**src/hw/rv_defs.svh**
```systemverilog
`ifndef RV_DEFS_SVH
`define RV_DEFS_SVH

// data path and address width
`define RV_XLEN       32

// architectural register file
`define RV_NUM_REGS   32
`define RV_REG_ADDR_W 5

// first fetch address after reset
`define RV_RESET_PC   32'h0000_0000

// sequential fetch increment, one 32-bit instruction
`define RV_PC_STEP    32'd4

`endif

```
**src/hw/rv_pkg.sv**
```systemverilog
`include "rv_defs.svh"

package rv_pkg;

    typedef logic [`RV_XLEN-1:0]       word_t;
    typedef logic [`RV_REG_ADDR_W-1:0] reg_addr_t;

    // major opcodes handled by the core
    // anything else retires as a no-op
    typedef enum logic [6:0] {
        OP_IMM    = 7'b0010011,
        OP_REG    = 7'b0110011,
        OP_BRANCH = 7'b1100011
    } opcode_t;

    // alu function codes
    typedef enum logic [3:0] {
        ALU_ADD   = 4'd0,
        ALU_SLL   = 4'd1,
        ALU_XOR   = 4'd4,
        ALU_SRL   = 4'd5,
        ALU_OR    = 4'd6,
        ALU_AND   = 4'd7,
        ALU_COPY1 = 4'd8,
        ALU_SUB   = 4'd10,
        ALU_SRA   = 4'd11,
        ALU_SLT   = 4'd12,
        ALU_SLTU  = 4'd14
    } alu_op_t;

    // fetch to execute
    typedef struct packed {
        logic  valid;
        word_t pc;
        word_t inst;
    } fetch_t;

    // decoded fields of the instruction in execute
    typedef struct packed {
        reg_addr_t rs1;
        reg_addr_t rs2;
        reg_addr_t rd;
        logic [2:0] funct3;
        word_t     imm;
        alu_op_t   alu_op;
        logic      use_imm;
        logic      is_branch;
        logic      writes_rd;
    } decoded_t;

    // taken branch from execute back to fetch
    typedef struct packed {
        logic  valid;
        word_t target;
    } redirect_t;

    // writeback record driving the retire port
    typedef struct packed {
        logic      valid;
        word_t     pc;
        word_t     inst;
        reg_addr_t rd;
        logic      wr_en;
        word_t     data;
    } retire_t;

endpackage

```
**src/hw/rv_alu.sv**
```systemverilog
`timescale 1ns/100ps
`include "rv_defs.svh"

module rv_alu import rv_pkg::*; (
    input  alu_op_t op,
    input  word_t   a,
    input  word_t   b,
    output word_t   result
);

    logic [4:0] shamt;
    logic       lt_signed;
    logic       lt_unsigned;

    assign shamt       = b[4:0];
    assign lt_signed   = $signed(a) < $signed(b);
    assign lt_unsigned = a < b;

    always_comb begin
        case (op)
            ALU_ADD:   result = a + b;
            ALU_SUB:   result = a - b;
            ALU_SLL:   result = a << shamt;
            ALU_SRL:   result = a >> shamt;
            // true arithmetic shift, sign bit fills from the left
            ALU_SRA:   result = word_t'($signed(a) >>> shamt);
            ALU_XOR:   result = a ^ b;
            ALU_OR:    result = a | b;
            ALU_AND:   result = a & b;
            ALU_SLT:   result = {{(`RV_XLEN-1){1'b0}}, lt_signed};
            ALU_SLTU:  result = {{(`RV_XLEN-1){1'b0}}, lt_unsigned};
            ALU_COPY1: result = a;
            default:   result = '0;
        endcase
    end

endmodule

```
**src/hw/rv_decode.sv**
```systemverilog
`timescale 1ns/100ps
`include "rv_defs.svh"

module rv_decode import rv_pkg::*; (
    input  word_t    inst,
    output decoded_t dec
);

    logic [2:0] funct3;
    logic       alt;
    word_t      imm_i;
    word_t      imm_b;

    // funct3 to alu code, alt selects SUB / SRA
    function automatic alu_op_t alu_map(input logic [2:0] f3, input logic sel_alt);
        alu_op_t op;
        case (f3)
            3'd0:    op = sel_alt ? ALU_SUB : ALU_ADD;
            3'd1:    op = ALU_SLL;
            3'd2:    op = ALU_SLT;
            3'd3:    op = ALU_SLTU;
            3'd4:    op = ALU_XOR;
            3'd5:    op = sel_alt ? ALU_SRA : ALU_SRL;
            3'd6:    op = ALU_OR;
            default: op = ALU_AND;
        endcase
        return op;
    endfunction

    assign funct3 = inst[14:12];
    // funct7 bit 5
    assign alt    = inst[30];

    assign imm_i = {{(`RV_XLEN-12){inst[31]}}, inst[31:20]};
    assign imm_b = {{(`RV_XLEN-13){inst[31]}}, inst[31], inst[7],
                    inst[30:25], inst[11:8], 1'b0};

    always_comb begin
        dec.rs1       = inst[19:15];
        dec.rs2       = inst[24:20];
        dec.rd        = inst[11:7];
        dec.funct3    = funct3;
        dec.imm       = imm_i;
        dec.alu_op    = ALU_ADD;
        dec.use_imm   = 1'b0;
        dec.is_branch = 1'b0;
        dec.writes_rd = 1'b0;

        case (inst[6:0])
            OP_IMM: begin
                // immediate ADDI has no SUB form, bit 30 is part of the immediate
                dec.alu_op    = alu_map(funct3, alt && (funct3 == 3'd5));
                dec.use_imm   = 1'b1;
                dec.writes_rd = 1'b1;
            end
            OP_REG: begin
                dec.alu_op    = alu_map(funct3, alt);
                dec.writes_rd = 1'b1;
            end
            OP_BRANCH: begin
                dec.imm       = imm_b;
                dec.is_branch = 1'b1;
            end
            default: begin
                // unsupported opcode, retires without effect
                dec.alu_op = ALU_COPY1;
            end
        endcase
    end

endmodule

```
**src/hw/rv_regfile.sv**
```systemverilog
`timescale 1ns/100ps
`include "rv_defs.svh"

module rv_regfile import rv_pkg::*; (
    input  logic      clk,
    input  logic      reset,
    input  reg_addr_t rs1_addr,
    input  reg_addr_t rs2_addr,
    output word_t     rs1_data,
    output word_t     rs2_data,
    input  retire_t   retire
);

    word_t regs [`RV_NUM_REGS];

    // x0 stays zero, wr_en is never set for rd 0
    assign rs1_data = regs[rs1_addr];
    assign rs2_data = regs[rs2_addr];

    always_ff @(posedge clk) begin
        if (reset) begin
            for (int i = 0; i < `RV_NUM_REGS; i++) begin
                regs[i] <= '0;
            end
        end else if (retire.valid && retire.wr_en) begin
            regs[retire.rd] <= retire.data;
        end
    end

endmodule

```
**src/hw/rv_fetch.sv**
```systemverilog
`timescale 1ns/100ps
`include "rv_defs.svh"

module rv_fetch import rv_pkg::*; (
    input  logic      clk,
    input  logic      reset,
    input  word_t     imem_data,
    input  redirect_t redirect,
    output word_t     imem_addr,
    output fetch_t    fetch
);

    word_t pc;
    // request issued last cycle, its data is on imem_data now
    word_t req_pc;
    logic  req_valid;

    assign imem_addr = pc;

    always_ff @(posedge clk) begin
        if (reset) begin
            pc        <= `RV_RESET_PC;
            req_valid <= 1'b0;
        end else if (redirect.valid) begin
            // in-flight request belongs to the wrong path
            pc        <= redirect.target;
            req_valid <= 1'b0;
        end else begin
            pc        <= pc + `RV_PC_STEP;
            req_valid <= 1'b1;
        end
    end

    always_ff @(posedge clk) begin
        req_pc <= pc;
    end

    // pair returned instruction with its address
    always_ff @(posedge clk) begin
        if (reset) begin
            fetch.valid <= 1'b0;
        end else begin
            // record arriving during a redirect is the first younger instruction
            fetch.valid <= req_valid && !redirect.valid;
        end
        fetch.pc   <= req_pc;
        fetch.inst <= imem_data;
    end

endmodule

```
**src/hw/rv_execute.sv**
```systemverilog
`timescale 1ns/100ps

module rv_execute import rv_pkg::*; (
    input  logic      clk,
    input  logic      reset,
    input  fetch_t    fetch,
    output reg_addr_t rs1_addr,
    output reg_addr_t rs2_addr,
    input  word_t     rs1_data,
    input  word_t     rs2_data,
    output redirect_t redirect,
    output retire_t   retire
);

    decoded_t dec;
    word_t    op_a;
    word_t    op_b;
    word_t    alu_b;
    word_t    alu_result;
    logic     taken;
    logic     wr_en_next;

    rv_decode u_decode (
        .inst (fetch.inst),
        .dec  (dec)
    );

    assign rs1_addr = dec.rs1;
    assign rs2_addr = dec.rs2;

    // bypass from writeback, regfile write lands at the end of this cycle
    assign op_a = (retire.wr_en && (retire.rd == dec.rs1)) ? retire.data : rs1_data;
    assign op_b = (retire.wr_en && (retire.rd == dec.rs2)) ? retire.data : rs2_data;

    assign alu_b = dec.use_imm ? dec.imm : op_b;

    rv_alu u_alu (
        .op     (dec.alu_op),
        .a      (op_a),
        .b      (alu_b),
        .result (alu_result)
    );

    // branch condition by funct3
    always_comb begin
        case (dec.funct3)
            3'b000:  taken = (op_a == op_b);
            3'b001:  taken = (op_a != op_b);
            3'b100:  taken = ($signed(op_a) < $signed(op_b));
            3'b101:  taken = ($signed(op_a) >= $signed(op_b));
            3'b110:  taken = (op_a < op_b);
            3'b111:  taken = (op_a >= op_b);
            default: taken = 1'b0;
        endcase
    end

    assign redirect.valid  = fetch.valid && dec.is_branch && taken;
    assign redirect.target = fetch.pc + dec.imm;

    // only place where a register write is qualified
    assign wr_en_next = fetch.valid && dec.writes_rd && (dec.rd != '0);

    // writeback register
    always_ff @(posedge clk) begin
        if (reset) begin
            retire.valid <= 1'b0;
            retire.wr_en <= 1'b0;
        end else begin
            retire.valid <= fetch.valid;
            retire.wr_en <= wr_en_next;
        end
        retire.pc   <= fetch.pc;
        retire.inst <= fetch.inst;
        retire.rd   <= dec.rd;
        retire.data <= wr_en_next ? alu_result : '0;
    end

endmodule

```
**src/hw/rv_core.sv**
```systemverilog
`timescale 1ns/100ps

module rv_core import rv_pkg::*; (
    input  logic    clk,
    input  logic    reset,
    output word_t   imem_addr,
    input  word_t   imem_data,
    output retire_t retire
);

    fetch_t    fetch;
    redirect_t redirect;
    reg_addr_t rs1_addr;
    reg_addr_t rs2_addr;
    word_t     rs1_data;
    word_t     rs2_data;

    // fetch stage, pc and instruction memory request
    rv_fetch u_fetch (
        .clk       (clk),
        .reset     (reset),
        .imem_data (imem_data),
        .redirect  (redirect),
        .imem_addr (imem_addr),
        .fetch     (fetch)
    );

    // decode, execute and writeback register
    rv_execute u_execute (
        .clk      (clk),
        .reset    (reset),
        .fetch    (fetch),
        .rs1_addr (rs1_addr),
        .rs2_addr (rs2_addr),
        .rs1_data (rs1_data),
        .rs2_data (rs2_data),
        .redirect (redirect),
        .retire   (retire)
    );

    // written from the retire record
    rv_regfile u_regfile (
        .clk      (clk),
        .reset    (reset),
        .rs1_addr (rs1_addr),
        .rs2_addr (rs2_addr),
        .rs1_data (rs1_data),
        .rs2_data (rs2_data),
        .retire   (retire)
    );

endmodule

```
**config.mk**
```make
export PLATFORM = sky130hd
export DESIGN_NAME = rv_core
export DESIGN_NICKNAME = d
export VERILOG_FILES = /design/src/hw/rv_pkg.sv /design/src/hw/rv_alu.sv /design/src/hw/rv_decode.sv /design/src/hw/rv_regfile.sv /design/src/hw/rv_fetch.sv /design/src/hw/rv_execute.sv /design/src/hw/rv_core.sv
export VERILOG_INCLUDE_DIRS = /design/src /design/src/hw
export SDC_FILE = /design/constraint.sdc
export NUM_CORES = 2
export LEC_CHECK = 0
export ABC_CLOCK_PERIOD_IN_PS = 8100
export BUFFER_PORTS_ARGS = -buffer_cell sky130_fd_sc_hd__buf_2
export CAP_MARGIN = 20
export CORE_MARGIN = 5
export CORE_UTILIZATION = 61
export CTS_CLUSTER_SIZE = 30
export DETAILED_ROUTE_END_ITERATION = 10
export PLACE_DENSITY = 0.78
export SYNTH_ARGS = -nofsm -noshare
export SYNTH_HDL_FRONTEND = slang
export SYNTH_SLANG_ARGS = --single-unit
```
**constraint.sdc**
```tcl
create_clock -name clk -period 8.1 [get_ports clk]
set_input_delay 0 -clock clk [delete_from_list [all_inputs] [get_ports clk]]
set_output_delay 0 -clock clk [all_outputs]
set_load 0.02 [all_outputs]
```
# ---- Yosys cells after proc, flatten, opt, wreduce, memory -nomap -nowiden
# Memory sizes are Yosys's and may differ from the RTL's. A register that Yosys moved wholly into a read port is not among the register bits.
# Cells that the tools add are included.
dict set report word_totals {
  mem_bits_rw 1024
  word_cells 94
  in_bits 34
  regBits 233
  out_inout_bits 135
  n_memories 1
}
dict set report op_classes {
  shifts 3
  magnitude_cmp 6
  mux 26
  reduce_logical 15
  add_sub_neg 4
  n_bitwise 3
  eq_ne 24
}
# memory words word_bits rd rd_clocked_by_memory_dff wr line
set mem_list {}
lappend mem_list {u_regfile.regs 32 32 2 2 32 rv_regfile.sv:14} ;# word_t regs [`RV_NUM_REGS];
# cell n
set op_table {}
lappend op_table {{one-hot mux 32 bit (11 select lines)} 1}
lappend op_table {{2-to-1 mux 32 bit} 5}
lappend op_table {{less-than comparator 32 bit} 4}
lappend op_table {{adder 32 bit} 2}
lappend op_table {{>= comparator 32 bit} 2}
lappend op_table {{one-hot mux 4 bit (7 select lines)} 2}
lappend op_table {{adder 32 x 3 -> 32 bit (second input constant)} 1}
lappend op_table {{AND 32 bit} 1}
lappend op_table {{== test 32 bit} 1}
lappend op_table {{!= test 32 bit} 1}
lappend op_table {{OR 32 bit} 1}
lappend op_table {{OR reduction 32 bit} 1}
lappend op_table {{left shift 32 x 5 -> 32 bit} 1}
lappend op_table {{>> shifter 32 x 5 -> 32 bit} 1}
lappend op_table {{>>> shifter 32 x 5 -> 32 bit} 1}
lappend op_table {{subtractor 32 bit} 1}
lappend op_table {{XOR 32 bit} 1}
lappend op_table {{== test 4 bit (second input constant)} 5}
lappend op_table {{== test 4 x 3 -> 1 bit (second input constant)} 4}
lappend op_table {{2-to-1 mux 4 bit} 4}
lappend op_table {{== test 3 bit (second input constant)} 4}
lappend op_table {{2-to-1 mux 12 bit} 1}
lappend op_table {{one-hot mux 4 bit (3 select lines)} 1}
lappend op_table {{== test 5 bit} 2}
lappend op_table {{15 further kinds} 33}

# ---- Depth between registers and ports, before layout
dict set report logic_depth {
  word_depth 8
  depth_mapped 27
}

# ---- Cells and area by module
# A second synthesis with hierarchy kept.
dict set report hier_totals {
  hier_cells 6935
  area_unflattened_um2 75362.3
}
# module n_inst area_each_um2 seq_area_each_um2 cells_each
set by_module_without_submodules {}
lappend by_module_without_submodules {rv_regfile 1 56287.7 30749.5 4640}
lappend by_module_without_submodules {rv_alu 1 8704.6 0.0 1279}
lappend by_module_without_submodules {rv_execute 1 6045.8 2062.0 626}
lappend by_module_without_submodules {rv_fetch 1 3797.4 2602.5 319}
lappend by_module_without_submodules {rv_decode 1 526.8 0.0 71}

# ---- Worst setup path before layout
# No wires, ideal clock.
dict set report synth_path {
  path_kind {reg-to-reg}
  from {reg, netlist name u_fetch.fetch[20]}
  to {reg, netlist name u_execute.retire[31]}
  path_buffers 7
  slack_ns 1.763
  path_stages_with_launch 27
  t_required_ns 8.026
  arrival_ns 6.263
  cell_sequence {dfxtp_1 -> buf_6 -> buf_6 -> buf_4 -> buf_2 -> buf_2 -> buf_1 -> mux4_2 -> mux4_2 -> mux2i_1 -> nor2_1 -> a21oi_1 -> o21a_1 -> ha_1 -> clkbuf_1 -> or4_1 -> or4_1 -> nor3b_1 -> o31ai_1 -> and3_1 -> a21boi_1 -> o21bai_1 -> a21oi_1 -> o31ai_1 -> mux2i_1 -> a31oi_1 -> a31oi_1}
}
dict set report synth_between {
  elab_chain_cells 6
}
# item line
set synth_rtl {}
lappend synth_rtl {{== test 5 bit} rv_execute.sv:33} ;# assign op_b = (retire.wr_en && (retire.rd == dec.rs2)) ? retire.data : rs2_data;
lappend synth_rtl {{logical AND 1 bit} rv_execute.sv:33}
lappend synth_rtl {{2-to-1 mux 32 bit} rv_execute.sv:33}
lappend synth_rtl {{2-to-1 mux 32 bit *} rv_execute.sv:35} ;# assign alu_b = dec.use_imm ? dec.imm : op_b;
lappend synth_rtl {{subtractor 32 bit (tied with other cells)} rv_alu.sv:22} ;# ALU_SUB: result = a - b;
lappend synth_rtl {{one-hot mux 32 bit (11 select lines) *} rv_alu.sv:20} ;# case (op)
# Mark *: on every way between the ends. The rest lies on a longest branch, timed or not.
# A chain may end at the register's enable or synchronous reset.

# ---- Worst setup path in the final report
dict set report layout_path {
  from {reg, netlist name u_fetch.fetch[21]}
  to {reg, netlist name u_execute.retire[31]}
}
dict set report layout_between {
  elab_chain_cells 6
}
# item line
set layout_rtl {}
lappend layout_rtl {{== test 5 bit} rv_execute.sv:33}
lappend layout_rtl {{logical AND 1 bit} rv_execute.sv:33}
lappend layout_rtl {{2-to-1 mux 32 bit} rv_execute.sv:33}
lappend layout_rtl {{2-to-1 mux 32 bit *} rv_execute.sv:35}
lappend layout_rtl {{subtractor 32 bit (tied with other cells)} rv_alu.sv:22}
lappend layout_rtl {{one-hot mux 32 bit (11 select lines) *} rv_alu.sv:20}
# Marked as above.

==> Implementation_results.wiki <==
{| class="wikitable"
! Metric !! Value
|-
| Utilization after layout || 0.685
|-
| Sink Count || 1252
|-
| Total number of vias || 55154
|-
| Via count of the first global-routing pass || 53369
|-
| Worst slew margin || 0.181
|-
| Max Buffers Root-to-Sink || 3
|-
| IO Port Bufs || 168
|-
| CTS tree || yes
|-
| Fin cells || 7433
|-
| Width of the chip || 354 µm
|-
| Synth unique cells || 101
|-
| Placement Setup Slack || 1.04 ns
|-
| Synth warnings || 0
|-
| Fraction of layout cells with a size suffix above 1 || 0.230
|-
| Post-Route Skew || 0.0834 ns
|-
| Remaining routing DRC violations || 0
|-
| Unrepaired setup endpoints after global routing || false
|-
| Sequential area share after synthesis || 0.490
|-
| Min cycle time layout || 7.36 ns
|-
| Synth Net Count || 5842
|-
| Clock Pin Slew Worst Setup and Hold Paths || 0.07 ns
|-
| Status || finished clean
|-
| Final weighted congestion of routability-driven global placement || 1.05
|-
| CP Class || reg2reg
|-
| Post-route worst hold slack || 0.321 ns
|-
| Synthesized area || 0.0721 mm²
|-
| Async S/R FF share, synth || 0
|-
| Global route overflow || 0
|-
| Initial cell density of the core || 0.612
|-
| Pin count of the biggest net entering global routing || 60
|-
| Standard cell core area || 0.118 mm²
|-
| Setup TNS || 0 ns
|-
| Layout Area Growth over Synthesis || 11.9%
|-
| Min-delay worst type || reg2reg
|-
| Number of antenna violations at the first check in global routing || 24
|-
| Die outline area || 0.125 mm²
|-
| CTS H-Tree Depth || 4
|-
| GR Util All Layers || 0.438
|-
| Placed cell count || 7091
|-
| Total power density per cell area || 207 mW/mm²
|-
| Max IR drop VDD || 225 µV
|-
| Static leakage power || 30.5 nW
|-
| HPWL after detailed placement || 179000 µm
|-
| Setup slack after layout || 0.739 ns
|-
| Crit end category || register
|-
| Data required time of the critical path || 8.79 ns
|-
| Startpoint kind of the worst setup timing path || register
|-
| Total Nets Final || 5964
|-
| First-pass detailed-route iteration total || 9
|-
| Number of setup violations in the final report || 0
|-
| Top_reg_cell synth || sky130_fd_sc_hd__edfxtp_1
|-
| Number of placement rows || 126
|-
| Routed Antenna Nets || 0
|-
| Drt via density || 7.42
|-
| Number of cells produced by synthesis || 5644
|-
| Number of buffers created by CTS || 134
|-
| Later-pin clock latency in the skew report || 0.80 ns
|-
| Mean instance size in the synthesized netlist || 12.8 µm²
|-
| Starting DRC count in detailed routing || 9895
|-
| Ratio of final minimum period to clock period || 0.909
|-
| Max capacitance violation total || 0
|-
| Post-cts gate resize count || 0
|-
| Arrival @ worst endpoint || 8.05 ns
|-
| Final-report hold violation count || 0
|-
| Count of final max-slew check failures || 0
|-
| CP Max Fanout || 51
|-
| Slew @ Worst Pin || 1.22 ns
|-
| Global-route wire length before repair || 390000 µm
|-
| Number of enable flip-flop cells after synthesis || 1024
|-
| Total I/O pin count || 169
|-
| Flip-flop and latch count after synthesis || 1252
|-
| Vertical die dimension || 354 µm
|-
| Routed len/inst || 37.4 µm
|-
| Achievable clock frequency || 136 MHz
|-
| Total setup buffers inserted after CTS || 0
|-
| Final wirelength || 278000 µm
|-
| Clk Tree Root Cell || sky130_fd_sc_hd__clkbuf_16
|}
-- per-stage QoR --
stage	total power [mW]	cell area, µm²
floorplan	9.40	72100
global placement	10.5	75300
detailed placement	10.6	75400
CTS	16.5	80300
global route	17.1	80600
finish	16.7	80700
-- power breakdown --
| part | switching, mW | internal, mW |
|---|---|---|
| Sequential | 0.158 | 7.14 |
| Clock | 2.68 | 3.38 |
| Combinational | 2.14 | 1.20 |
-- cell families (layout without fill, tap and decap cells) --
| family | after synthesis | after routing | synth area share |
|---|---|---|---|
| compound gates | 897 | 897 | 0.0820 |
| other cells | 0 | 27 | 0 |
| xor+xnor | 83 | 83 | 0.0101 |
| flops | 1252 | 1252 | 0.490 |
| buf+inv | 620 | 846 | 0.0378 |
| fa+ha+maj | 164 | 164 | 0.0288 |
| simple gates | 1815 | 1815 | 0.140 |
| mux | 813 | 813 | 0.211 |
-- cells in the mapped netlist, drive strengths merged (8+ instances only) --
cell     count  area, µm²
nor3        46        235
nand3       66        353
dfxtp      228       4560
edfxtp    1024      30700
nand2      194        736
nand2b      25        156
xnor2       52        455
o221ai      19        166
ha         161       2010
nor4        35        234
a21oi      185        941
a31oi       44        275
a2111oi     11        121
o21a        32        240
o21ai      197       1000
a211oi      47        353
and3        23        144
nand4       20        125
o31ai       21        168
mux2i      215       2200
mux4       555      12500
inv        117        444
a21o        48        360
a22oi       21        158
or3         19        119
a22o        29        254
buf        159        988
clkbuf     344       1290
mux2        43        495
nor2b       21        131
a221oi      19        166
nor2       291       1100
o211ai      30        230
xor2        31        272
and2      1035       6470
nor3b        8       60.1
o22ai      104        651
or2          9       56.3
-- worst max-delay path, cell delays in order, from the launching register on --
cell and delay (ns):
sky130_fd_sc_hd__dfxtp_4 1.03, sky130_fd_sc_hd__buf_12 0.37, sky130_fd_sc_hd__mux4_2 0.37, sky130_fd_sc_hd__mux4_2 0.46
sky130_fd_sc_hd__mux2i_1 0.64, sky130_fd_sc_hd__nor2_1 0.12, sky130_fd_sc_hd__a21oi_1 0.21, sky130_fd_sc_hd__o21a_1 0.21
sky130_fd_sc_hd__ha_1 0.39, sky130_fd_sc_hd__or4_1 0.68, sky130_fd_sc_hd__or4_1 0.50, sky130_fd_sc_hd__nor4b_1 0.62
sky130_fd_sc_hd__a21boi_1 0.22, sky130_fd_sc_hd__o21bai_1 0.22, sky130_fd_sc_hd__a21oi_1 0.13, sky130_fd_sc_hd__o31ai_1 0.43
sky130_fd_sc_hd__mux2i_1 0.25, sky130_fd_sc_hd__a31oi_1 0.10, sky130_fd_sc_hd__a31oi_1 0.17
-- routing by layer --
layer | GRT usage | share of wire
met4 | 0.290 | 0.082
met1 | 0.577 | 0.34
met5 | 0 | 0.00026
met2 | 0.627 | 0.43
met3 | 0.142 | 0.15
-- sequential cells by signal, summed over array words and instances, names as in the netlist --
name               flops
u_regfile.regs      1024
u_execute.retire      98
u_fetch.fetch         65
u_fetch.imem_addr     32
u_fetch.req_pc        32
u_fetch.req_valid      1
-- final cells by class --
class	count	area, µm²
well taps	1536	1920
inverters	117	444
multi-input cells	3772	34700
flip-flops and latches	1252	35300
fillers	7965	37100
clock buffers	184	3760
clock inverters	56	505
repair buffers	489	3940
diodes	27	67.6
-- worst paths after layout --
check / end / depth (start not counted) / slack [ns] / startpoint
worst max-delay path: u_execute.retire[31] / 18 / 0.74 / u_fetch.fetch[21]
worst max register to register: u_execute.retire[31] / 18 / 0.74 / u_fetch.fetch[21]
worst min-delay path: u_fetch.fetch[39] / 0 / 0.32 / u_fetch.req_pc[7]
worst min register to register: u_fetch.fetch[39] / 0 / 0.32 / u_fetch.req_pc[7]
-- timing repair --
item,4_1_cts,5_1_grt
endpoints found under the hold margin,65,0
endpoints found under the setup margin,0,0
hold buffers,65,0
-- cell usage in the layout (no fill, tap or decap), drive strengths merged, types with 29 or more instances in the layout --
cell type and instances:
a211oi 47, a21o 48, a21oi 185, a22o 29
a31oi 44, and2 1035, buf 424, clkbuf 184
clkinv 36, dfxtp 228, dlygate4sd3 65, edfxtp 1024
ha 161, inv 132, mux2 43, mux2i 215
mux4 555, nand2 194, nand3 66, nor2 291
nor3 46, nor4 35, o211ai 30, o21a 32
o21ai 197, o22ai 104, xnor2 52, xor2 31
(Power assumes the default switching activity.)
